### config.mk
export PLATFORM = sky130hd
export DESIGN_NAME = engine_readout
export DESIGN_NICKNAME = d
export VERILOG_FILES = /design/src/mem_pkg.sv /design/src/engine_readout.sv
export SDC_FILE = /design/constraint.sdc
export NUM_CORES = 1
export LEC_CHECK = 0
export CORE_AREA = 10 10 47 49
export CTS_CLUSTER_SIZE = 24
export DETAILED_ROUTE_END_ITERATION = 8
export DIE_AREA = 0 0 57 59
export DONT_BUFFER_PORTS = 1
export PLACE_DENSITY = 0.4
export RECOVER_POWER = 50
export REMOVE_ABC_BUFFERS = 1
export SYNTH_ARGS = -nofsm -noshare
export SYNTH_HDL_FRONTEND = slang
export SYNTH_SLANG_ARGS = --single-unit
### constraint.sdc
create_clock -name bus_clk -period 1.01 [get_ports bus_clk]
set_input_delay 0.0505 -clock bus_clk [delete_from_list [all_inputs] [get_ports bus_clk]]
set_output_delay 0.0505 -clock bus_clk [all_outputs]
set_load 0.1 [all_outputs]
### src/mem_pkg.sv
`default_nettype none

package mem_pkg;

  // Host bus geometry
  localparam int data_w = 16;
  localparam int addr_w = 14;

  // Controller and delay regions share the same depth
  localparam int ctl_depth = 256;
  localparam int ctl_aw = $clog2(ctl_depth);

  // Modulation segment holds 8-bit samples
  localparam int mod_depth = 1024;
  localparam int mod_data_w = 8;
  localparam int mod_aw = $clog2(mod_depth);

  // STM segment is split into pages of equal size
  localparam int stm_page_depth = 1024;
  localparam int stm_pages = 4;
  localparam int stm_page_w = $clog2(stm_pages);
  localparam int stm_depth = stm_pages * stm_page_depth;
  localparam int stm_aw = $clog2(stm_depth);

  typedef enum logic [1:0] {
    bank_ctl  = 2'd0,
    bank_mod  = 2'd1,
    bank_stm  = 2'd2,
    bank_none = 2'd3
  } bank_e;

  // Sub-region inside the controller bank, from addr[13:8]
  typedef enum logic [5:0] {
    region_ctl   = 6'd0,
    region_delay = 6'd1
  } region_e;

  // Pointer registers mapped into the controller RAM
  typedef enum logic [7:0] {
    reg_mod_wr_segment = 8'h40,
    reg_stm_wr_segment = 8'h41,
    reg_stm_wr_page    = 8'h42
  } ctl_reg_e;

endpackage

`default_nettype wire
### src/engine_readout.sv
`timescale 1ns/1ps
`default_nettype none

module engine_readout (
  input  var logic                              bus_clk,
  input  var logic                              rst_n,
  input  var logic                              mod_segment,
  input  var logic                              stm_segment,
  input  var logic [mem_pkg::mod_data_w-1:0]    mod_value_0,
  input  var logic [mem_pkg::mod_data_w-1:0]    mod_value_1,
  input  var logic [mem_pkg::data_w-1:0]        stm_value_0,
  input  var logic [mem_pkg::data_w-1:0]        stm_value_1,
  output logic [mem_pkg::mod_data_w-1:0]        mod_value,
  output logic [mem_pkg::data_w-1:0]            stm_value
);

  logic mod_seg_q;
  logic stm_seg_q;

  // Segment choice follows its read through the RAM output register
  always_ff @(posedge bus_clk) begin
    if (!rst_n) begin
      mod_seg_q <= 1'b0;
      stm_seg_q <= 1'b0;
    end else begin
      mod_seg_q <= mod_segment;
      stm_seg_q <= stm_segment;
    end
  end

  assign mod_value = mod_seg_q ? mod_value_1 : mod_value_0;
  assign stm_value = stm_seg_q ? stm_value_1 : stm_value_0;

endmodule

`default_nettype wire

### Word-level counts from Yosys, hierarchy flattened

Index checks and enable logic that the tools add are counted.

* bits in registers: 2
* output and inout bits: 24
* logic and storage cells: 4

* mux-type cells: 2

Operator list (count)
* 16-bit two-way mux: 1
* 8-bit two-way mux: 1

### Logic depth before layout (Yosys ltp)

* depth in word-level cells: 1
* gate-level depth with buffers: 3

### Worst setup path after synthesis

OpenSTA, ideal clock, no wires.

* kind: flip-flop to output port
* start point: reg mod_seg_q
* end point: out mod_value[0] (netlist bit)
* arrival time: 1018 ps
* data required time: 959 ps
* slack: -58 ps
* cell stages (with the launch flop): 3
* cells stage by stage: dfxtp_1 > buf_2 > mux2_2

* longest elaborated chain between the ends: 1

RTL lines
* start: declaration: line engine_readout.sv:17 `logic mod_seg_q;`
* start signal: assignment: line engine_readout.sv:26 `mod_seg_q <= mod_segment;`
* 8-bit two-way mux: line engine_readout.sv:31 `assign mod_value = mod_seg_q ? mod_value_1 : mod_value_0;`
* end: declaration: line engine_readout.sv:13 `output logic [mem_pkg::mod_data_w-1:0] mod_value,`

Every way passes these cells.

### Final worst setup path

* start point: reg stm_seg_q
* end point: out stm_value[1] (netlist bit)

* longest elaborated chain between the ends: 1

RTL lines
* start: declaration: line engine_readout.sv:18 `logic stm_seg_q;`
* start signal: assignment: line engine_readout.sv:27 `stm_seg_q <= stm_segment;`
* 16-bit two-way mux: line engine_readout.sv:32 `assign stm_value = stm_seg_q ? stm_value_1 : stm_value_0;`
* end: declaration: line engine_readout.sv:14 `output logic [mem_pkg::data_w-1:0] stm_value`

Every way passes these cells.

==> results by group <==
Routing
  – Top sig layer: met4
  – Final wirelength: 2.06 mm
  – Pre-antenna DRT Iters: 2
  – Routed length on met1: 582 µm
  – Drt initial violations: 2
  – DRC Markers: 0
  – Met2 routed WL: 1.13 mm
  – Antenna Nets Post-Route: 0
  – Met3 WL: 315 µm
  – Via Count: 360
  – Routed len/inst: 31.2 µm
  – DR vias/cell: 5.45

Worst setup path
  – Max Fanout on Critical Path: 6
  – Worst path slowest cell: dfxtp_2
  – WP data required: 0.96 ns
  – Critical path's top delay family: flip-flops
  – CP Class: reg -> out
  – Crit path DAT: 1.20 ns
  – CP bufs+invs: 2
  – Startpoint types: flip-flop
  – Critical path cell sequence: buf_6 > mux2_4 > buf_12
  – CP peak stage delay: 0.34 ns
  – Setup crit end kind: output pin

Global route
  – Gr ovfl total: 0
  – Vias in the first global route: 422
  – GR Util All Layers: 0.113
  – Initial antenna violation count: 0
  – Largest net degree at the start of global routing: 11
  – First-pass GRT wire length: 2.90 mm

Pwr
  – LEAKAGE: 0.373 nW
  – Max rail drop VDD: 0.938 mV
  – Cell Pwr Density: 1560 nW/µm²
  – Power after layout: 1.23 mW

Logic synthesis
  – Post-synth top area cell: mux2_2
  – Post-synth cell types: 7
  – Compound-Gate Fraction of Synth Area: 0
  – Synth Area in Simple Gates: 0.0315
  – Most frequent cell after synthesis: mux2_2
  – FF+latch count, synth: 2
  – Synth top area cells: mux2_2, mux2_4, dfxtp_1
  – Mean Syn Cell Area: 12.8 µm²
  – Top cells by instance count after synthesis: mux2_2, mux2_4, and2_1, dfxtp_1
  – Xor/xnor share of the synthesized area: 0
  – Syn Std Cell Area: 397 µm²
  – Largest family of logic cells by synthesized area: multiplexers
  – Sequential share of the synthesized area: 0.101
  – Post-Synth Adder-Cell Area: 0
  – YS warnings: 0
  – Async S/R FF share, synth: 0
  – Post-synth top flop: dfxtp_1
  – Mapped Cells: 31
  – Post-synthesis mux area share: 0.776
  – EDFF count, synth: 0
  – Top cell type's share of synthesized area: 0.397

Placed design
  – Pre-CTS WS: -0.107 ns
  – GPL Wtd Cong: 0.770
  – Port bufs: 0

Cells and area
  – Final design utilization: 0.566
  – Antenna diodes: 0
  – Layout cells sized above 1: 0.900
  – Area Overhead vs Synth: 100%
  – Final net count: 104

Timing
  – Final setup fails: 24
  – Tcrit/Tclk final: 1.24
  – Tmin final: 1.25 ns
  – Slew Limit Fails: 0
  – Worst-margin pin slew: 0.301 ns
  – Max-slew headroom: 0.800
  – Setup ws final: -0.241 ns
  – Final hold violation count: 0
  – Setup_tns: -5.28 ns
  – Fmax achieved: 800 MHz
  – Hold slack final: 0.404 ns
  – RSZ-0062 raised after global routing: yes

Clock tree
  – Root buffer cell: clkbuf_4
  – Clock Pin Slew Worst Setup and Hold Paths: 0.03 ns
  – CTS tree: done
  – TritonCTS buffer count: 3
  – Clock sinks: 2
  – Setup bufs post-CTS: 0
  – Clock tree buffer depth: 2
  – CTS H-tree lvls: 1

Run
  – Max Cap Viol: 0

Die
  – Die width: 57 µm
  – Chip height: 59 µm
  – Boundary pin count: 76
  – Core area: 1400 µm²
  – FP Rows: 14
  – Die area: 3360 µm²
  – Initial core utilization: 0.283

Status
  – Failing checks: setup timing
  – Outcome: complete, but fails checks

Min path
  – HP Class: in -> out
## kinds of logic (layout without fill, tap and decap cells)
| group | after synthesis | count (layout) |
|---|---|---|
| mux | 24 | 24 |
| simple gates | 2 | 2 |
| flops | 2 | 2 |
| buf+inv | 3 | 22 |
## metal layers
layer | GRT usage | vias to the layer above
li1 | - | 152
met1 | 0.0980 | 164
met2 | 0.202 | 42
met3 | 0.0751 | 2
met4 | 0.0436 | 0
met5 | 0 | -
## path summary, 6_finish.rpt
kind            start             to  cells after the start
max         stm_seg_q   stm_value[1]                      3
min   stm_value_1[13]  stm_value[13]                      2
## metrics by stage
step	instances	cell area [µm²]
2_1_floorplan	28	360
3_3_place_gp	60	676
3_5_place_dp	60	676
4_1_cts	66	793
5_1_grt	66	793
6_report	66	793
## final cells by class
cell class | count | area, µm²
fillers | 113 | 608
repair buffers | 19 | 333
multi-input cells | 26 | 373
well taps | 16 | 20.0
clock buffers | 3 | 22.5
flip-flops and latches | 2 | 45.0
## power by group
part           switching (mW)  total [mW]  internal (mW)
combinational           0.652       0.956          0.304
clock                  0.0532       0.185          0.132
sequential             0.0103      0.0938         0.0835
## layout by cell type, fill, tap and decap left out, drive strengths merged
cell type and instances:
clkbuf 3, buf 16, mux2 24, and2 2, dfxtp 2, dlygate4sd3 3
## state kept, by name (all words and copies together), names as in the netlist
name,count
stm_seg_q,1
mod_seg_q,1
## what timing repair did
action	4_1_cts	5_1_grt
endpoints found under the hold margin	2	0
resized for setup	19	0
setup endpoints to repair	24	24
hold buffers	3	0
cloned	0	0
Note: power is estimated with default switching activity, not from simulation.
