===== config.mk =====
export PLATFORM = sky130hd
export DESIGN_NAME = mem_bus_decode
export DESIGN_NICKNAME = d
export VERILOG_FILES = /design/src/mem_pkg.sv /design/src/mem_bus_decode.sv
export SDC_FILE = /design/constraint.sdc
export NUM_CORES = 1
export LEC_CHECK = 0
export CELL_PAD_IN_SITES_DETAIL_PLACEMENT = 2
export CELL_PAD_IN_SITES_GLOBAL_PLACEMENT = 2
export CORE_MARGIN = 10
export CORE_UTILIZATION = 34
export DETAILED_ROUTE_END_ITERATION = 10
export DONT_BUFFER_PORTS = 1
export GPL_ROUTABILITY_DRIVEN = 0
export GPL_TIMING_DRIVEN = 0
export HOLD_SLACK_MARGIN = 0.05
export PLACE_DENSITY_LB_ADDON = 0.1
export SYNTH_ARGS = -nofsm -noshare
export SYNTH_HDL_FRONTEND = slang
export SYNTH_SLANG_ARGS = --single-unit

===== constraint.sdc =====
create_clock -name bus_clk -period 3.4 [get_ports bus_clk]
set_input_delay 0.17 -clock bus_clk [delete_from_list [all_inputs] [get_ports bus_clk]]
set_output_delay 0.17 -clock bus_clk [all_outputs]
set_load 0.05 [all_outputs]

===== src/mem_pkg.sv =====
`default_nettype none

package mem_pkg;

  // Host bus geometry
  localparam int data_w = 16;
  localparam int addr_w = 14;

  // Controller and delay regions share the same depth
  localparam int ctl_depth = 256;
  localparam int ctl_aw = $clog2(ctl_depth);

  // Modulation segment holds 8-bit samples
  localparam int mod_depth = 1024;
  localparam int mod_data_w = 8;
  localparam int mod_aw = $clog2(mod_depth);

  // STM segment is split into pages of equal size
  localparam int stm_page_depth = 1024;
  localparam int stm_pages = 4;
  localparam int stm_page_w = $clog2(stm_pages);
  localparam int stm_depth = stm_pages * stm_page_depth;
  localparam int stm_aw = $clog2(stm_depth);

  typedef enum logic [1:0] {
    bank_ctl  = 2'd0,
    bank_mod  = 2'd1,
    bank_stm  = 2'd2,
    bank_none = 2'd3
  } bank_e;

  // Sub-region inside the controller bank, from addr[13:8]
  typedef enum logic [5:0] {
    region_ctl   = 6'd0,
    region_delay = 6'd1
  } region_e;

  // Pointer registers mapped into the controller RAM
  typedef enum logic [7:0] {
    reg_mod_wr_segment = 8'h40,
    reg_stm_wr_segment = 8'h41,
    reg_stm_wr_page    = 8'h42
  } ctl_reg_e;

endpackage

`default_nettype wire

===== src/mem_bus_decode.sv =====
`timescale 1ns/1ps
`default_nettype none

module mem_bus_decode (
  input  var logic                          bus_clk,
  input  var logic                          rst_n,
  input  var logic                          en,
  input  var logic                          we,
  input  var mem_pkg::bank_e                bank_sel,
  input  var logic [mem_pkg::addr_w-1:0]    addr,
  input  var logic [mem_pkg::data_w-1:0]    data_in,
  output logic                              ctl_we,
  output logic                              delay_we,
  output logic                              mod_we,
  output logic                              stm_we,
  output logic                              ctl_rd,
  output logic                              ctl_reg_wr,
  output mem_pkg::ctl_reg_e                 reg_sel,
  output logic [mem_pkg::data_w-1:0]        reg_data,
  output logic [mem_pkg::mod_aw-1:0]        wr_addr,
  output logic [mem_pkg::data_w-1:0]        wr_data
);

  logic              wr_cyc;
  logic              rd_cyc;
  logic              ctl_hit;
  logic              delay_hit;
  logic              mod_hit;
  logic              stm_hit;
  mem_pkg::region_e  region;
  logic [2:0]        wr_hist;
  logic [7:0]        sel_q;
  logic              sel_is_reg;

  assign wr_cyc = en & we;
  assign rd_cyc = en & ~we;
  assign region = mem_pkg::region_e'(addr[mem_pkg::addr_w-1:8]);

  always_comb begin
    ctl_hit   = 1'b0;
    delay_hit = 1'b0;
    mod_hit   = 1'b0;
    stm_hit   = 1'b0;
    case (bank_sel)
      mem_pkg::bank_ctl: begin
        ctl_hit   = (region == mem_pkg::region_ctl);
        delay_hit = (region == mem_pkg::region_delay);
      end
      mem_pkg::bank_mod: mod_hit = 1'b1;
      mem_pkg::bank_stm: stm_hit = 1'b1;
      mem_pkg::bank_none: begin
        // Unmapped bank drops the cycle
      end
    endcase
  end

  assign ctl_we   = wr_cyc & ctl_hit;
  assign delay_we = wr_cyc & delay_hit;
  assign mod_we   = wr_cyc & mod_hit;
  assign stm_we   = wr_cyc & stm_hit;
  assign ctl_rd   = rd_cyc & ctl_hit;
  assign wr_addr  = addr[mem_pkg::mod_aw-1:0];
  assign wr_data  = data_in;

  // Shift history of controller writes with the newest in bit 0
  always_ff @(posedge bus_clk) begin
    if (!rst_n) begin
      wr_hist <= 3'b000;
    end else begin
      wr_hist <= {wr_hist[1:0], ctl_we};
    end
  end

  // Register address and data of the write that completes a hold
  always_ff @(posedge bus_clk) begin
    if (ctl_we) begin
      sel_q    <= addr[7:0];
      reg_data <= data_in;
    end
  end

  assign reg_sel    = mem_pkg::ctl_reg_e'(sel_q);
  assign sel_is_reg = reg_sel inside {mem_pkg::reg_mod_wr_segment,
                                      mem_pkg::reg_stm_wr_segment,
                                      mem_pkg::reg_stm_wr_page};

  // Two held cycles preceded by an idle one, so a longer hold strobes once
  assign ctl_reg_wr = (wr_hist == 3'b011) & sel_is_reg;

  a_one_region: assert property (@(posedge bus_clk) disable iff (!rst_n)
    $onehot0({ctl_we, delay_we, mod_we, stm_we}));

endmodule

`default_nettype wire


### Word level (Yosys, flattened, before mapping)

Cells that the tools add are included.

| operators by class | value |
|---|---|
| equality and inequality tests | 7 |
| multiplexer cells | 4 |
| bitwise gates (word level) | 9 |
| reductions and logical operators | 3 |

Operator list:

| kind | count |
|---|---|
| 8-bit by 7-bit == test with 1-bit output (second input constant) | 3 |
| 1-bit AND | 8 |
| 6-bit by 1-bit == test with 1-bit output (second input constant) | 1 |
| 6-bit logical NOT | 1 |
| 1-bit 2-to-1 mux | 4 |
| 3-bit by 2-bit == test with 1-bit output (second input constant) | 1 |
| 3-bit nonzero test | 1 |
| 2-bit by 1-bit == test with 1-bit output (second input constant) | 1 |
| 2-bit == test (second input constant) | 1 |
| 2-bit logical NOT | 1 |
| 1-bit NOT | 1 |

| storage, ports and cells | value |
|---|---|
| flip-flop bits (word level) | 27 |
| bits of input ports | 36 |
| output and inout bits | 56 |
| logic and storage cells | 26 |

### Longest topological paths before layout

| logic depth | value |
|---|---|
| depth in word-level cells | 3 |
| gate-level depth with buffers | 2 |

### Worst setup path before layout

No wires, ideal clock.

| path | value |
|---|---|
| kind | in2reg |
| from | input port addr[11] (netlist bit) |
| to | register reg_data[0] (netlist bit), enable pin |
| arrival | 3.440 ns |
| data required time | 2.917 ns |
| path slack | -0.523 ns |
| cell stages on the path | 2 |
| path buffers | 0 |
| cell sequence | or4_4 -> nor3_1 |

| on the way | value |
|---|---|
| cells in the longest elaborated chain, start to end | 3 |

Ends and longest elaborated chain:

| what | RTL line | source |
|---|---|---|
| start: declaration | mem_bus_decode.sv:10 | `input var logic [mem_pkg::addr_w-1:0] addr,` |
| 6-bit logical NOT | mem_bus_decode.sv:46 | `ctl_hit = (region == mem_pkg::region_ctl);` |
| 1-bit 2-to-1 mux | mem_bus_decode.sv:44 | `case (bank_sel)` |
| 1-bit AND | mem_bus_decode.sv:57 | `assign ctl_we = wr_cyc & ctl_hit;` |
| via ctl_we | mem_bus_decode.sv:12 | `output logic ctl_we,` |
| end signal: assignment | mem_bus_decode.sv:78 | `reg_data <= data_in;` |
| end: declaration | mem_bus_decode.sv:19 | `output logic [mem_pkg::data_w-1:0] reg_data,` |

The timed path passes the listed nets, and every way through them passes these cells.
A chain may end at the register's enable or synchronous reset.

### Worst setup path in the final report

| path | value |
|---|---|
| from | register sel_q[2] (netlist: reg_sel[2]) |
| to | output port ctl_reg_wr |

| on the way | value |
|---|---|
| cells in the longest elaborated chain, start to end | 3 |
| elaborated cells between the ends (all ways) | 5 |
| those cells by class | eq/ne: 3; bitwise: 1; reduce/logical: 1 |

Ends and longest elaborated chain:

| what | RTL line | source |
|---|---|---|
| start: declaration | mem_bus_decode.sv:32 | `logic [7:0] sel_q;` |
| start signal: assignment | mem_bus_decode.sv:77 | `sel_q <= addr[7:0];` |
| 8-bit by 7-bit == test with 1-bit output | mem_bus_decode.sv:83 | `assign sel_is_reg = reg_sel inside {mem_pkg::reg_mod_wr_segment,` |
| 3-bit nonzero test * | mem_bus_decode.sv:83 |  |
| 1-bit AND * | mem_bus_decode.sv:88 | `assign ctl_reg_wr = (wr_hist == 3'b011) & sel_is_reg;` |
| end: declaration | mem_bus_decode.sv:17 | `output logic ctl_reg_wr,` |

Mark *: on every way between the ends. The rest lies on a longest branch, timed or not.

==> flow_summary.html <==
<table>
<tr><th>Metric</th><th>Value</th></tr>
<tr><th colspan="2">Run</th></tr>
<tr><td>Max-Cap Viols</td><td>0</td></tr>
<tr><th colspan="2">Clock tree</th></tr>
<tr><td>Clock sink total</td><td>27</td></tr>
<tr><td>Number of buffers created by CTS</td><td>3</td></tr>
<tr><td>Clk Latency, worst-skew pair</td><td>0.31 ns</td></tr>
<tr><td>Clock Tree Root</td><td>sky130_fd_sc_hd__clkbuf_4</td></tr>
<tr><td>Max Buffers Root-to-Sink</td><td>2</td></tr>
<tr><td>Deepest level of the CTS H-tree</td><td>1</td></tr>
<tr><td>TritonCTS clock tree</td><td>built</td></tr>
<tr><td>Buffers inserted by post-CTS timing repair</td><td>0</td></tr>
<tr><td>Clock transition at the register clock pins on the worst setup and hold paths after CTS</td><td>0.13 ns</td></tr>
<tr><th colspan="2">Drt</th></tr>
<tr><td>DR vias</td><td>682</td></tr>
<tr><td>Violation count after the first detailed-route iteration</td><td>21</td></tr>
<tr><td>WL/cell</td><td>24.0 microns</td></tr>
<tr><td>Average vias per placed instance</td><td>4.58</td></tr>
<tr><td>Number of nets with antenna violations after detailed routing</td><td>0</td></tr>
<tr><td>Total wire length after detailed routing</td><td>3.58 mm</td></tr>
<tr><td>First-pass detailed-route iteration total</td><td>2</td></tr>
<tr><td>DRC violations left</td><td>0</td></tr>
<tr><th colspan="2">Critical path</th></tr>
<tr><td>Endpoint type of the worst setup path</td><td>output pin</td></tr>
<tr><td>Data arrival time of the critical path</td><td>2.79 ns</td></tr>
<tr><td>Launch point of the critical path</td><td>reg_sel[2]</td></tr>
<tr><td>Slowest stage cell, crit path</td><td>sky130_fd_sc_hd__a2111oi_2</td></tr>
<tr><td>Peak per-stage delay on the critical path</td><td>1.16 ns</td></tr>
<tr><td>Type of the worst setup path</td><td>reg2out</td></tr>
<tr><td>Cells along the critical path</td><td>or4_1 -&gt; a2111oi_2</td></tr>
<tr><td>Critical path launch point type</td><td>register</td></tr>
<tr><td>Worst reg2reg path startpoint</td><td>wr_hist[1]</td></tr>
<tr><td>Worst Path Max Fanout</td><td>2</td></tr>
<tr><td>Data required, critical path</td><td>3.23 ns</td></tr>
<tr><th colspan="2">Global routing</th></tr>
<tr><td>Number of global-route vias before repair</td><td>830</td></tr>
<tr><td>Leftover overflow at the end of global routing</td><td>0</td></tr>
<tr><td>Antenna violations before repair</td><td>0</td></tr>
<tr><td>Global-route wire length before repair</td><td>5.35 mm</td></tr>
<tr><td>Global-route usage over all layers</td><td>11.6%</td></tr>
<tr><td>Maximum number of pins on one net before global-route repair</td><td>20</td></tr>
<tr><th colspan="2">STA</th></tr>
<tr><td>Period minus WS final</td><td>2.96 ns</td></tr>
<tr><td>Count of final max-slew check failures</td><td>0</td></tr>
<tr><td>Final setup viols</td><td>0</td></tr>
<tr><td>Unrepaired setup endpoints after global routing</td><td>false</td></tr>
<tr><td>Accumulated negative setup slack</td><td>0 ns</td></tr>
<tr><td>Maximum frequency from static timing analysis</td><td>338 MHz</td></tr>
<tr><td>Endpoints failing hold</td><td>0</td></tr>
<tr><td>Skew final</td><td>0.000200 ns</td></tr>
<tr><td>Period Utilization, post-route</td><td>87.0%</td></tr>
<tr><td>Worst-margin pin slew</td><td>1.39 ns</td></tr>
<tr><td>Rel. slew slack</td><td>6.98%</td></tr>
<tr><th colspan="2">Yosys</th></tr>
<tr><td>Adder-cell area share of the yosys netlist</td><td>0%</td></tr>
<tr><td>Number of different library cells in the post-synthesis netlist</td><td>17</td></tr>
<tr><td>Net Count, Synth</td><td>108</td></tr>
<tr><td>Count of state elements after synthesis</td><td>27</td></tr>
<tr><td>Post-Synth XOR/XNOR Area</td><td>0%</td></tr>
<tr><td>Synthesized area per cell</td><td>15.4 sq um</td></tr>
<tr><td>Largest family of logic cells by synthesized area</td><td>buffers and inverters</td></tr>
<tr><td>Yosys warnings</td><td>0</td></tr>
<tr><td>Register area share after synthesis</td><td>70.3%</td></tr>
<tr><td>Instance count of the mapped netlist</td><td>72</td></tr>
<tr><td>Complex-gate fraction of the synthesized area</td><td>1.35%</td></tr>
<tr><td>Multiplexer share of the synthesized area</td><td>0%</td></tr>
<tr><td>Area share of and/or/nand/nor cells after synthesis</td><td>10.5%</td></tr>
<tr><td>Post-synth design cell area</td><td>1110 sq um</td></tr>
<tr><th colspan="2">Finish</th></tr>
<tr><td>Layout filler cell count</td><td>312</td></tr>
<tr><td>Leading cell type in the layout, fill and taps excluded</td><td>sky130_fd_sc_hd__dlygate4sd3_1</td></tr>
<tr><td>Synth-to-layout area growth</td><td>37.6%</td></tr>
<tr><td>Most frequent cells in the layout</td><td>sky130_fd_sc_hd__dlygate4sd3_1, sky130_fd_sc_hd__buf_4, sky130_fd_sc_hd__edfxtp_1, sky130_fd_sc_hd__clkbuf_4, sky130_fd_sc_hd__dfxtp_1</td></tr>
<tr><td>Fin nets</td><td>142</td></tr>
<tr><td>Share of cells above drive strength 1</td><td>38.1%</td></tr>
<tr><td>Antenna fix cells</td><td>0</td></tr>
<tr><th colspan="2">Placement</th></tr>
<tr><td>Number of port buffers</td><td>0</td></tr>
<tr><td>Placed wire-length estimate after detailed placement</td><td>2.40 mm</td></tr>
<tr><th colspan="2">Power and ir drop</th></tr>
<tr><td>Largest voltage drop on the vdd net</td><td>0.000130 V</td></tr>
<tr><td>Static power due to leakage</td><td>0.000551 uW</td></tr>
<tr><td>Total Power Consumption</td><td>616 uW</td></tr>
<tr><td>Pwr dens</td><td>403 nW/um^2</td></tr>
<tr><th colspan="2">Hold path</th></tr>
<tr><td>Path category of the worst min-delay check</td><td>in2reg</td></tr>
<tr><td>Min-Delay Startpoint</td><td>bank_sel[1]</td></tr>
<tr><th colspan="2">Floorplanning</th></tr>
<tr><td>Number of placement rows</td><td>20</td></tr>
<tr><td>Die height</td><td>77.2 microns</td></tr>
<tr><td>Initial core utilization</td><td>35.8%</td></tr>
<tr><td>Total Die Area</td><td>5950 sq um</td></tr>
<tr><td>Core Area</td><td>3100 sq um</td></tr>
<tr><td>X dimension of the die</td><td>77.2 microns</td></tr>
<tr><td>Top-Level Pins</td><td>92</td></tr>
<tr><th colspan="2">Status</th></tr>
<tr><td>Run status</td><td>finished, final reports clean</td></tr>
</table>
-- layer usage --
| layer | share of wire (%) | wire length, microns | GRT usage [%] |
|---|---|---|---|
| met5 | 0 | 0 | 0 |
| met2 | 55 | 1990 | 21.7 |
| met4 | 0.78 | 28 | 3.83 |
| met1 | 28 | 1010 | 9.23 |
| met3 | 15 | 553 | 8.16 |
-- worst max-delay path: cells and delay by family (launching register included) --
family           cells  cell delay [ns]
AND/OR/NAND/NOR      1             0.65
flip-flops           1             0.66
AO/OA/AOI/OAI        1             1.16
-- flip-flops by register name, summed over array words and instances, names as in the netlist --
signal,flops
reg_data,16
reg_sel,8
wr_hist,3
-- synth_stat cells --
| cell type | n | area (sq um) |
|---|---|---|
| sky130_fd_sc_hd__dfxtp_1 | 3 | 60.1 |
| sky130_fd_sc_hd__or4_1 | 2 | 15.0 |
| sky130_fd_sc_hd__inv_1 | 1 | 3.75 |
| sky130_fd_sc_hd__and2_1 | 2 | 12.5 |
| sky130_fd_sc_hd__nand2_1 | 2 | 7.51 |
| sky130_fd_sc_hd__a2111oi_2 | 1 | 15.0 |
| sky130_fd_sc_hd__edfxtp_1 | 24 | 721 |
| sky130_fd_sc_hd__nor4_1 | 1 | 6.26 |
| sky130_fd_sc_hd__nor4_2 | 1 | 12.5 |
| sky130_fd_sc_hd__or4_4 | 1 | 11.3 |
| sky130_fd_sc_hd__nor3b_1 | 2 | 15.0 |
| sky130_fd_sc_hd__nand2b_1 | 1 | 6.26 |
| sky130_fd_sc_hd__or2_2 | 1 | 6.26 |
| sky130_fd_sc_hd__buf_4 | 26 | 195 |
| sky130_fd_sc_hd__nor3_1 | 2 | 10.0 |
| sky130_fd_sc_hd__or3b_2 | 1 | 8.76 |
| sky130_fd_sc_hd__nand3_1 | 1 | 5.00 |
-- path summary, 6_finish.rpt --
| path | to | slack, ns | cells past startpoint |
|---|---|---|---|
| min | wr_hist[0] | 0.08 | 2 |
| max reg2reg | wr_hist[2] | 2.85 | 1 |
| min reg2reg | wr_hist[1] | 0.49 | 1 |
| max | ctl_reg_wr | 0.44 | 2 |
-- power by group --
part           total, uW  internal [uW]  switching, uW
Combinational        122           44.6           77.4
Clock                132           43.9           88.0
Sequential           362            360           1.29
Total                616            449            167
-- kinds of logic after synthesis --
kind of cell | count (synthesis)
buffers and inverters | 27
AOI/OAI and AO/OA | 1
DFF | 27
and+or+nand+nor | 17
-- timing repair --
action	4_1_cts	5_1_grt
hold buffers	27	1
hold endpoints to repair	27	1
resized for setup	0	0
-- layout make-up --
cell class	instances	area [sq um]	area share, %
clock inverters	1	5.00	0.327
multi-input cells	18	159	10.4
clock buffers	3	22.5	1.47
well taps	44	55.1	3.60
plain buffers	26	195	12.8
flip-flops and latches	27	781	51.1
repair buffers	29	308	20.1
inverters	1	3.75	0.245
-- stage by stage --
stage	instance area (sq um)	setup WS (ns)	utilization [%]	hold WS, ns	cells
2_1_floorplan	1120	0.680	-	0.269	72
3_3_place_gp	1170	0.182	37.7	0.269	116
3_5_place_dp	1220	0.809	39.4	0.269	117
4_1_cts	1520	0.433	49.0	0.0642	148
5_1_grt	1530	0.328	49.3	0.0521	149
6_report	1530	0.441	49.3	0.0813	149
Note: power is estimated with default switching activity, not from simulation.
