$ cat src/mem_pkg.sv
`default_nettype none

package mem_pkg;

  // Host bus geometry
  localparam int data_w = 16;
  localparam int addr_w = 14;

  // Controller and delay regions share the same depth
  localparam int ctl_depth = 256;
  localparam int ctl_aw = $clog2(ctl_depth);

  // Modulation segment holds 8-bit samples
  localparam int mod_depth = 1024;
  localparam int mod_data_w = 8;
  localparam int mod_aw = $clog2(mod_depth);

  // STM segment is split into pages of equal size
  localparam int stm_page_depth = 1024;
  localparam int stm_pages = 4;
  localparam int stm_page_w = $clog2(stm_pages);
  localparam int stm_depth = stm_pages * stm_page_depth;
  localparam int stm_aw = $clog2(stm_depth);

  typedef enum logic [1:0] {
    bank_ctl  = 2'd0,
    bank_mod  = 2'd1,
    bank_stm  = 2'd2,
    bank_none = 2'd3
  } bank_e;

  // Sub-region inside the controller bank, from addr[13:8]
  typedef enum logic [5:0] {
    region_ctl   = 6'd0,
    region_delay = 6'd1
  } region_e;

  // Pointer registers mapped into the controller RAM
  typedef enum logic [7:0] {
    reg_mod_wr_segment = 8'h40,
    reg_stm_wr_segment = 8'h41,
    reg_stm_wr_page    = 8'h42
  } ctl_reg_e;

endpackage

`default_nettype wire
$ cat src/wr_pointer_regs.sv
`timescale 1ns/1ps
`default_nettype none

module wr_pointer_regs (
  input  var logic                             bus_clk,
  input  var logic                             rst_n,
  input  var logic                             ctl_reg_wr,
  input  var mem_pkg::ctl_reg_e                reg_sel,
  input  var logic [mem_pkg::data_w-1:0]       wr_data,
  output logic                                 mod_wr_segment,
  output logic                                 stm_wr_segment,
  output logic [mem_pkg::stm_page_w-1:0]       stm_wr_page
);

  always_ff @(posedge bus_clk) begin
    if (!rst_n) begin
      mod_wr_segment <= 1'b0;
      stm_wr_segment <= 1'b0;
      stm_wr_page    <= '0;
    end else if (ctl_reg_wr) begin
      case (reg_sel)
        mem_pkg::reg_mod_wr_segment: mod_wr_segment <= wr_data[0];
        mem_pkg::reg_stm_wr_segment: stm_wr_segment <= wr_data[0];
        mem_pkg::reg_stm_wr_page:    stm_wr_page <= wr_data[mem_pkg::stm_page_w-1:0];
        default: begin
        end
      endcase
    end
  end

  // Decode only strobes for mapped pointer addresses
  a_legal_sel: assert property (@(posedge bus_clk) disable iff (!rst_n)
    ctl_reg_wr |-> (reg_sel inside {mem_pkg::reg_mod_wr_segment,
                                    mem_pkg::reg_stm_wr_segment,
                                    mem_pkg::reg_stm_wr_page}));

endmodule

`default_nettype wire

$ cat config.mk
export PLATFORM = sky130hd
export DESIGN_NAME = wr_pointer_regs
export DESIGN_NICKNAME = d
export VERILOG_FILES = /design/src/mem_pkg.sv /design/src/wr_pointer_regs.sv
export SDC_FILE = /design/constraint.sdc
export NUM_CORES = 1
export LEC_CHECK = 0
export BUFFER_PORTS_ARGS = -buffer_cell sky130_fd_sc_hd__buf_4
export CORE_AREA = 3 3 40 42
export DETAILED_ROUTE_END_ITERATION = 6
export DIE_AREA = 0 0 43 45
export PLACE_DENSITY = 0.57
export SLEW_MARGIN = 20
export SYNTH_ARGS = -nofsm -noshare
export SYNTH_HDL_FRONTEND = slang
export SYNTH_SLANG_ARGS = --single-unit
$ cat constraint.sdc
create_clock -name bus_clk -period 0.9 [get_ports bus_clk]
set_input_delay 0.045 -clock bus_clk [delete_from_list [all_inputs] [get_ports bus_clk]]
set_output_delay 0.045 -clock bus_clk [all_outputs]
set_load 0.02 [all_outputs]
Word-level counts from Yosys, hierarchy flattened
Cells that the tools add are included.

operators by class
  add/subtract/negate cells = 0
  multipliers = 0
  div/mod/pow operators = 0
  order comparisons = 0
  eq/ne operators = 3
  shift-type cells = 0
  multiplexer cells = 0
  bitwise gates (word level) = 0
  reduce and logical (&&, ||, !) cells = 3

operators by type and width
  operator              count
  $eq A8 B7 Y1 const B  3
  $reduce_and A2 Y1     3

word-level totals
  bits in registers = 4
  bits in latches = 0
  RAM bits = 0
  bits in read-only memories = 0
  input bits = 27
  output and inout bits = 4
  word-level logic and storage cells = 9
  memories = 0

Longest topological paths before layout
Gate-level depths: netlist of run 1.

  depth after elaboration = 2
  mapped depth = 3
  gate-level depth less buffers = 3

Least setup slack after synthesis of run 1
Ideal clock, no wire load.

  path kind = in2reg
  start point = input reg_sel[1]
  end point = register stm_wr_segment
  library setup time = 119 ps
  arrival time = 605 ps
  data required time = 781 ps
  setup slack = 177 ps
  stages on the path = 3
  buffers on the path = 0
  path through = nor4_1 > nand3_1 > mux2i_1

between the ends
  word-level cells in the longest chain between the ends = 2

ends and longest elaborated chain
  what                                RTL line               RTL
  from (decl)                         wr_pointer_regs.sv:8   input var mem_pkg::ctl_reg_e reg_sel,
  $eq A8 B7 Y1                        wr_pointer_regs.sv:21  case (reg_sel)
  $reduce_and A2 Y1 (no source line)  -
  to (signal assigned)                wr_pointer_regs.sv:23  mem_pkg::reg_stm_wr_segment: stm_wr_segment <= wr_data[0];
  to (decl)                           wr_pointer_regs.sv:11  output logic stm_wr_segment,

Every way passes these cells.
A chain may end at the register's enable or synchronous reset.

Worst setup path in the final report of run 1
  start point = register stm_wr_segment
  end point = output stm_wr_segment

No word-level cell between the ends.

==> impl_metrics.py, run 1 <==
metrics = {
    "final_layout": {
        "syn_to_final_growth_pct": 88.8,
        "fillers": 151,
        "fin_nets": 69,
        "diodes": 0,
        "drive_above_1_share": 0.525,
        "finish.utilization": 0.279,
        "design_area_um2": 359,
    },
    "sta": {
        "rsz0062_at_grt": "false",
        "finalSetupViolCount": 0,
        "period_minus_slack_ns": 0.744,
        "slew_headroom": 0.754,
        "hold_viol_final": 0,
        "max_freq_mhz": 1340,
        "report.final.slew_viol_count": 0,
        "worst_slew_pin_slew_ns": 0.366,
        "period_share": 0.826,
        "skew_ns": 0,
    },
    "routing": {
        "vias_per_cell": 3.80,
        "drt_pass1_iterations": 4,
        "ant_nets": 0,
        "drc": 0,
        "via_count": 209,
        "dr.first_iter.drc_count": 2,
        "wl_per_cell_um": 9.31,
        "drt_wl_total_um": 512,
    },
    "floorplanning": {
        "core_um2": 1280,
        "die_x_um": 43,
        "die-area_um2": 1940,
        "die_h_um": 45,
        "rows": 13,
        "start_util": 0.148,
        "io_pins": 31,
    },
    "power_and_ir_drop": {
        "finalPower_uw": 455,
        "p_seq_frac": 0.393,
        "powerDensity_nw_per_um2": 1270,
        "power_frac_comb": 0.130,
        "power_switching_share": 0.187,
        "peakVddDrop_mv": 0.627,
        "p_switching_uw": 85.2,
        "p_int_uw": 369,
        "power_frac_clock": 0.477,
        "leakage_uw": 0.000184,
    },
    "synthesis": {
        "yosysUniqueCellTypes": 8,
        "synth_edf_count": 0,
        "synth_commonest_cells": "nand2_1, dfxtp_1, mux2i_1",
        "synth_nets": 47,
        "syn_inst": 20,
        "synthTopCellsByArea": "dfxtp_1, mux2i_1, nand2_1",
        "synth_area_um2": 190,
        "synth_flop_cell": "dfxtp_1",
        "synth_area_leader_cell": "dfxtp_1",
        "yosysWarnings": 0,
        "ys_seq_area_frac": 0.421,
        "synth.top_cell.area_share": 0.421,
        "synth.avg_cell_area_um2": 9.51,
        "async_reset_ff_frac": 0,
        "ys_ff_latch": 4,
        "synth.most_common_cell": "nand2_1",
    },
    "status": {
        "status": "finished clean",
    },
    "hold_path": {
        "holdPathStages": 3,
        "hold_class": "input pin to register",
        "hp-start": "wr_data[1]",
        "min_delay_worst_endpoint": "stm_wr_page[1]",
    },
    "global_routing": {
        "grt_use_total": 0.0558,
        "grt_pass1_wl_um": 752,
        "grt_pass1_vias": 181,
        "grt-ovfl-total": 0,
        "antenna_found_initial": 0,
        "grt-busiest-layer": "met4",
        "gr-usage-met1": 0.0676,
        "met2_usage": 0.0689,
        "grtUsageMet3": 0.0159,
        "grt_start_max_net_pins": 7,
    },
    "setup_path": {
        "critPathKind": "register to output port",
        "cp_max_fo": 2,
        "critPathSlowestCell": "dfxtp_1",
        "critPathBufInv": 1,
        "reg2reg_depth": 2,
        "worst_setup_path_end_kind": "output port",
        "regToRegSetupSlack_ns": 0.32,
        "cpPeakStageDelay_ns": 0.33,
        "worst_ep_required_time_ns": 0.85,
        "arrival_ns": 0.70,
        "start_kind": "register",
        "rr_endpoint": "mod_wr_segment",
        "rr_startpoint": "mod_wr_segment",
        "path_cells": "buf_4",
        "crit_family": "flip-flops",
    },
    "clock_network": {
        "root_buffer": "clkbuf_4",
        "clock_latency_ns": 0.23,
        "cts_tree": "done",
        "clock_path_buffers": 2,
        "cts_sinks": 4,
        "htreeDepth": 1,
        "cts_resized": 0,
        "postCtsSetupBuffers": 0,
        "clkTransAtPathRegs_ns": 0.04,
        "numCtsBuffers": 3,
        "holdBufCountCts": 0,
    },
    "place": {
        "dp_hpwl_um": 415,
        "io_buffer_count": 16,
        "gpl.final_weighted_congestion": 0.660,
        "placedInstanceArea_um2": 337,
    },
    "run": {
        "cap_violations": 0,
    },
}
registers in the layout (all words and copies together), names as in the netlist:
| name | cells |
|---|---|
| mod_wr_segment | 1 |
| stm_wr_segment | 1 |
| stm_wr_page | 2 |
final cells by class:
type | count | area (um^2) | area share
timing repair buffer | 17 | 128 | 0.355
tap | 15 | 18.8 | 0.0523
clock buffer | 3 | 22.5 | 0.0627
multi-input combinational | 16 | 110 | 0.307
sequential | 4 | 80.1 | 0.223
power by group through the flow:
stage               registers, uW  clock network (uW)  logic, uW
floorplan                     182                   0       10.0
global placement              181                   0       58.8
detailed placement            181                   0       59.6
CTS                           179                 233       59.9
global route                  178                 247       63.9
finish                        179                 217       59.3
through the flow:
step                setup slack (ns)  cells  hold WS, ns  setup TNS (ns)
floorplan                      0.177     20        0.184               0
global placement             -0.0337     52        0.307         -0.0584
detailed placement           -0.0262     52        0.323         -0.0498
CTS                            0.145     55       0.0744               0
global route                   0.117     55       0.0744               0
finish                         0.156     55       0.0798               0
worst max path at each step:
| stage | from | to | slack [ns] | cells past startpoint |
|---|---|---|---|---|
| global route | stm_wr_segment | stm_wr_segment | 0.12 | 1 |
| floorplan | reg_sel[1] | stm_wr_segment | 0.18 | 3 |
| finish | stm_wr_segment | stm_wr_segment | 0.16 | 1 |
| global placement | reg_sel[1] | stm_wr_segment | -0.03 | 4 |
| detailed placement | reg_sel[1] | mod_wr_segment | -0.03 | 4 |
| CTS | mod_wr_segment | mod_wr_segment | 0.14 | 1 |
cells in the final DEF (no fill, tap or decap), drive strengths merged:
master,n
and4bb,1
mux2i,4
nand3b,2
nand2,6
nor4,1
nor4b,1
buf,17
nand3,1
dfxtp,4
clkbuf,3
metal layers:
metal / wire [um] / part of all wire
met5: 0 / 0
met4: 0 / 0
met3: 80 / 0.16
met2: 195 / 0.38
met1: 236 / 0.46
cell families (layout without fill, tap and decap cells):
logic type,after synthesis,after routing,synth area share
DFF,4,4,0.421
and+or+nand+nor,12,12,0.368
buffers and inverters,0,20,0
muxes,4,4,0.211
(Power assumes the default switching activity.)
==> run 2: changes to the inputs <==
==> constraint.sdc (replaced) <==
create_clock -name bus_clk -period 0.8 [get_ports bus_clk]
set_input_delay 0.04 -clock bus_clk [delete_from_list [all_inputs] [get_ports bus_clk]]
set_output_delay 0.04 -clock bus_clk [all_outputs]
set_load 0.02 [all_outputs]
==> run 2 against run 1 <==
  * Wire length is 0.20% higher
  * Sequential share of layout area did not move
  * Setup slack lost 0.10 ns
  * Register-to-register slack lost 0.10 ns
  * Hold slack worse by 0.020 ns
  * Clock power is 15% higher
  * Cell count did not move
  * Non-clock buffer count did not move
  * Global-route usage rose by 0.17 points
  * Critical path depth stayed put
  * Highest routed layer unchanged
==> impl_metrics.py, run 2 (same netlist as run 1, synthesis figures left out) <==
metrics = {
    "status": {
        "status": "finished clean",
    },
    "setup_path": {
        "worst_setup_path_end_kind": "output port",
        "critPathBufInv": 1,
        "crit_family": "flip-flops",
        "start_kind": "register",
        "worst_ep_required_time_ns": 0.76,
        "critPathKind": "register to output port",
        "critPathSlowestCell": "dfxtp_1",
        "path_cells": "buf_4",
        "cp_max_fo": 2,
        "arrival_ns": 0.70,
        "cpPeakStageDelay_ns": 0.33,
    },
    "clock_network": {
        "cts_tree": "done",
        "postCtsSetupBuffers": 0,
        "cts_sinks": 4,
        "cts_resized": 0,
        "clock_path_buffers": 2,
        "htreeDepth": 1,
        "clock_latency_ns": 0.23,
        "numCtsBuffers": 3,
        "holdBufCountCts": 0,
        "root_buffer": "clkbuf_4",
        "clkTransAtPathRegs_ns": 0.04,
    },
    "sta": {
        "hold_viol_final": 0,
        "skew_ns": 0,
        "rsz0062_at_grt": "false",
        "period_minus_slack_ns": 0.743,
        "report.final.slew_viol_count": 0,
        "worst_slew_pin_slew_ns": 0.368,
        "period_share": 0.929,
        "finalSetupViolCount": 0,
        "max_freq_mhz": 1350,
        "fin_setup_tns_ns": 0,
        "slew_headroom": 0.752,
    },
    "hold_path": {
        "hold_class": "input pin to register",
    },
    "run": {
        "cap_violations": 0,
    },
    "final_layout": {
        "finalNonFillerCells": 55,
        "fin_nets": 69,
        "final_cell_mix": "buf_4, nand2_1, mux2i_1, dfxtp_1, clkbuf_4",
        "fillers": 144,
        "largest_reg_flops": 2,
        "diodes": 0,
        "drive_above_1_share": 0.525,
        "top_regs": "stm_wr_page (2), mod_wr_segment (1), stm_wr_segment (1)",
        "syn_to_final_growth_pct": 88.8,
        "regMostFlops": "stm_wr_page",
        "multiInputGateArea_um2": 110,
        "seq_area_um2": 80.1,
        "final_common_cell": "buf_4",
    },
    "routing": {
        "dr.first_iter.drc_count": 2,
        "drc": 0,
        "drt_pass1_iterations": 2,
        "drt_wl_total_um": 513,
        "via_count": 210,
        "wl_per_cell_um": 9.33,
        "vias_per_cell": 3.82,
        "ant_nets": 0,
    },
    "global_routing": {
        "grt_start_max_net_pins": 7,
        "grt_pass1_vias": 210,
        "grt_use_total": 0.0575,
        "grt-ovfl-total": 0,
        "antenna_found_initial": 0,
        "grt_pass1_wl_um": 800,
    },
    "floorplanning": {
        "io_pins": 31,
        "rows": 13,
        "die-area_um2": 1940,
        "die_h_um": 45,
        "die_x_um": 43,
        "core_um2": 1280,
        "start_util": 0.148,
    },
    "power_and_ir_drop": {
        "leakage_uw": 0.000184,
        "peakVddDrop_mv": 0.416,
        "powerDensity_nw_per_um2": 1440,
    },
    "place": {
        "dp_hpwl_um": 415,
        "numPlacedInstances": 52,
        "io_buffer_count": 16,
        "gpl.final_weighted_congestion": 0.656,
    },
}
run 2: cell counts in the layout (fill, tap and decap cells not counted):
No cell type changed its count.
run 2: path summary, 6_finish.rpt:
kind,startpoint,slack [ns],cells past startpoint,to
min,wr_data[1],0.06,3,stm_wr_page[1]
max reg2reg,stm_wr_page[0],0.22,2,stm_wr_page[0]
min reg2reg,mod_wr_segment,0.46,2,mod_wr_segment
max,stm_wr_page[0],0.06,1,stm_wr_page[0]
run 2: routing by layer:
layer / wire, um / vias to the layer above / track usage
li1: - / 114 / -
met1: 235 / 82 / 0.0726
met2: 188 / 14 / 0.0629
met3: 90 / 0 / 0.0478
met4: 0 / 0 / 0.0361
met5: 0 / - / 0
run 2: stage by stage:
step           cell area, um^2  setup slack [ns]  hold WS, ns   util  total power (uW)
2_1_floorplan              190            0.0819        0.179      -               216
6_report                   359            0.0567       0.0598  0.279               517
5_1_grt                    359            0.0147       0.0684  0.279               544
4_1_cts                    359            0.0451       0.0557  0.279               532
3_5_place_dp               337            -0.151        0.305  0.262               271
3_3_place_gp               337            -0.114        0.300  0.262               271
run 2: layout make-up:
cell class / count / area share
Clock buffer: 3 / 0.0627
Multi-Input combinational cell: 16 / 0.307
Timing Repair Buffer: 17 / 0.355
Tap cell: 15 / 0.0523
Sequential cell: 4 / 0.223
run 2: worst min-delay path, delay by kind of cell:
kind / cells / cell delay, ns
mux: 1 / 0.05
buf+inv: 1 / 0.11
simple gates: 1 / 0.04
run 2: power breakdown:
group | internal (uW) | switching (uW)
clock | 168 | 81.8
combinational | 47.3 | 19.1
sequential | 201 | 0.135
total | 416 | 101
==> run 3: changes to the inputs <==
--- a/config.mk
+++ b/config.mk
@@ -10,6 +10,7 @@
 export DETAILED_ROUTE_END_ITERATION = 6
 export DIE_AREA = 0 0 43 45
 export PLACE_DENSITY = 0.57
+export SETUP_SLACK_MARGIN = 0.15
 export SLEW_MARGIN = 20
 export SYNTH_ARGS = -nofsm -noshare
 export SYNTH_HDL_FRONTEND = slang
==> constraint.sdc (replaced) <==
create_clock -name bus_clk -period 0.8 [get_ports bus_clk]
set_input_delay 0.16 -clock bus_clk [delete_from_list [all_inputs] [get_ports bus_clk]]
set_output_delay 0.16 -clock bus_clk [all_outputs]
set_load 0.02 [all_outputs]
==> run 3 against run 2 <==
  * The flow now finishes with violations (setup timing)
  * Design area increased by 21%
  * Die area unchanged
  * Setup slack got worse by 0.099 ns
  * Cell count increased by 1.8%
  * Count of clock-buffer cells in the layout unchanged
  * Wire length increased by 17%
  * Non-clock buffer count increased by 1
  * Utilization increased by 5.8 points
  * Clock skew unchanged
  * First-iteration DRC count decreased by 50%
  * Critical path type unchanged
==> impl_metrics.py, run 3 (same netlist as run 1, synthesis figures left out) <==
metrics = {
    "floorplanning": {
        "io_pins": 31,
        "die_x_um": 43,
        "die_h_um": 45,
        "die-area_um2": 1940,
        "rows": 13,
        "core_um2": 1280,
        "start_util": 0.148,
    },
    "sta": {
        "worst_slew_pin_slew_ns": 0.239,
        "slew_headroom": 0.840,
        "setup_slack_ns": -0.0425,
        "period_minus_slack_ns": 0.843,
        "finalSetupViolCount": 4,
        "skew_ns": 0,
        "period_share": 1.05,
        "hold_viol_final": 0,
        "report.final.slew_viol_count": 0,
        "fin_setup_tns_ns": -0.142,
        "rsz0062_at_grt": "true",
        "max_freq_mhz": 1190,
    },
    "final_layout": {
        "top_regs": "stm_wr_page (2), mod_wr_segment (1), stm_wr_segment (1)",
        "final_cell_mix": "buf_4, buf_6, nand2_1",
        "fin_nets": 70,
        "diodes": 0,
        "final_common_cell": "buf_4",
        "drive_above_1_share": 0.683,
        "largest_reg_flops": 2,
        "fillers": 145,
        "finish.utilization": 0.338,
        "regMostFlops": "stm_wr_page",
        "syn_to_final_growth_pct": 128,
    },
    "setup_path": {
        "rr_startpoint": "stm_wr_page[1]",
        "critPathSlowestCell": "dfxtp_2",
        "cp_max_fo": 2,
        "worst_ep_required_time_ns": 0.64,
        "critPathKind": "register to output port",
        "crit_family": "flip-flops",
        "start_kind": "register",
        "startpoint": "stm_wr_segment",
        "critPathBufInv": 1,
        "path_cells": "buf_6",
        "worst_setup_path_end_kind": "output port",
        "cpPeakStageDelay_ns": 0.33,
        "arrival_ns": 0.68,
    },
    "power_and_ir_drop": {
        "leakage_uw": 0.000206,
        "powerDensity_nw_per_um2": 1260,
        "peakVddDrop_mv": 0.414,
    },
    "place": {
        "io_buffer_count": 16,
        "gpl.final_weighted_congestion": 0.665,
    },
    "routing": {
        "wl_met1_um": 274,
        "wl_per_cell_um": 10.7,
        "drc": 0,
        "route.met2.wl_um": 241,
        "drt_wl_total_um": 601,
        "via_count": 229,
        "drt_pass1_iterations": 2,
        "vias_per_cell": 4.09,
        "top_layer_used": "met4",
        "ant_nets": 0,
        "wl_met3_um": 81,
        "dr.first_iter.drc_count": 1,
    },
    "clock_network": {
        "htreeDepth": 1,
        "cts_tree": "done",
        "numCtsBuffers": 3,
        "root_buffer": "clkbuf_4",
        "clkTransAtPathRegs_ns": 0.04,
        "clock_path_buffers": 2,
        "cts_sinks": 4,
        "clock_latency_ns": 0.23,
    },
    "global_routing": {
        "antenna_found_initial": 0,
        "grt_use_total": 0.0725,
        "grt_pass1_vias": 252,
        "grt_pass1_wl_um": 993,
        "grt_start_max_net_pins": 7,
        "grt-ovfl-total": 0,
    },
    "status": {
        "violations": "setup timing",
        "status": "finished, violations left",
    },
    "run": {
        "cap_violations": 0,
    },
    "hold_path": {
        "hold_class": "input pin to register",
        "hp-start": "wr_data[1]",
    },
}
==> run 3: through the flow <==
| step | worst slack [ns] | cell area (um^2) | hold slack, ns | total power, uW | std cells |
|---|---|---|---|---|---|
| after floorplan | -0.0265 | 203 | 0.299 | 217 | 20 |
| after global placement | -0.194 | 349 | 0.420 | 276 | 52 |
| after detailed placement | -0.198 | 349 | 0.432 | 277 | 52 |
| after CTS | -0.0484 | 419 | 0.175 | 553 | 55 |
| after global routing | -0.0655 | 434 | 0.198 | 563 | 56 |
| final | -0.0425 | 434 | 0.176 | 547 | 56 |
==> run 3: worst paths after layout <==
| check | to | slack, ns | cells after the start |
|---|---|---|---|
| setup reg to reg | stm_wr_page[1] | 0.15 | 3 |
| hold reg to reg | mod_wr_segment | 0.47 | 2 |
| setup / recovery | stm_wr_segment | -0.04 | 1 |
| hold / removal | stm_wr_page[1] | 0.18 | 3 |
==> run 3: timing repair <==
item	4_1_cts	5_1_grt
hold buffers	0	0
buffers inserted	0	1
setup endpoints to repair	8	8
resized for setup	14	2
pin swaps	3	2
==> run 3: power breakdown <==
part | leakage, uW | internal, uW | switching [uW]
sequential | 0.0000343 | 201 | 0.179
combinational | 0.000158 | 62.6 | 27.2
clock | 0.0000138 | 168 | 87.8
==> run 3: layout make-up <==
class                           instances  area [um^2]  share of cell area
Clock buffer                            3         22.5              0.0519
Multi-Input combinational cell         16          131               0.303
Sequential cell                         4         85.1               0.196
Tap cell                               15         18.8              0.0432
Timing Repair Buffer                   18          176               0.406
==> run 3: metal layers <==
| metal | up-vias | track usage |
|---|---|---|
| li1 | 116 | - |
| met4 | 0 | 0.0723 |
| met2 | 13 | 0.0958 |
| met3 | 2 | 0.0398 |
| met1 | 98 | 0.0797 |
| met5 | - | 0 |
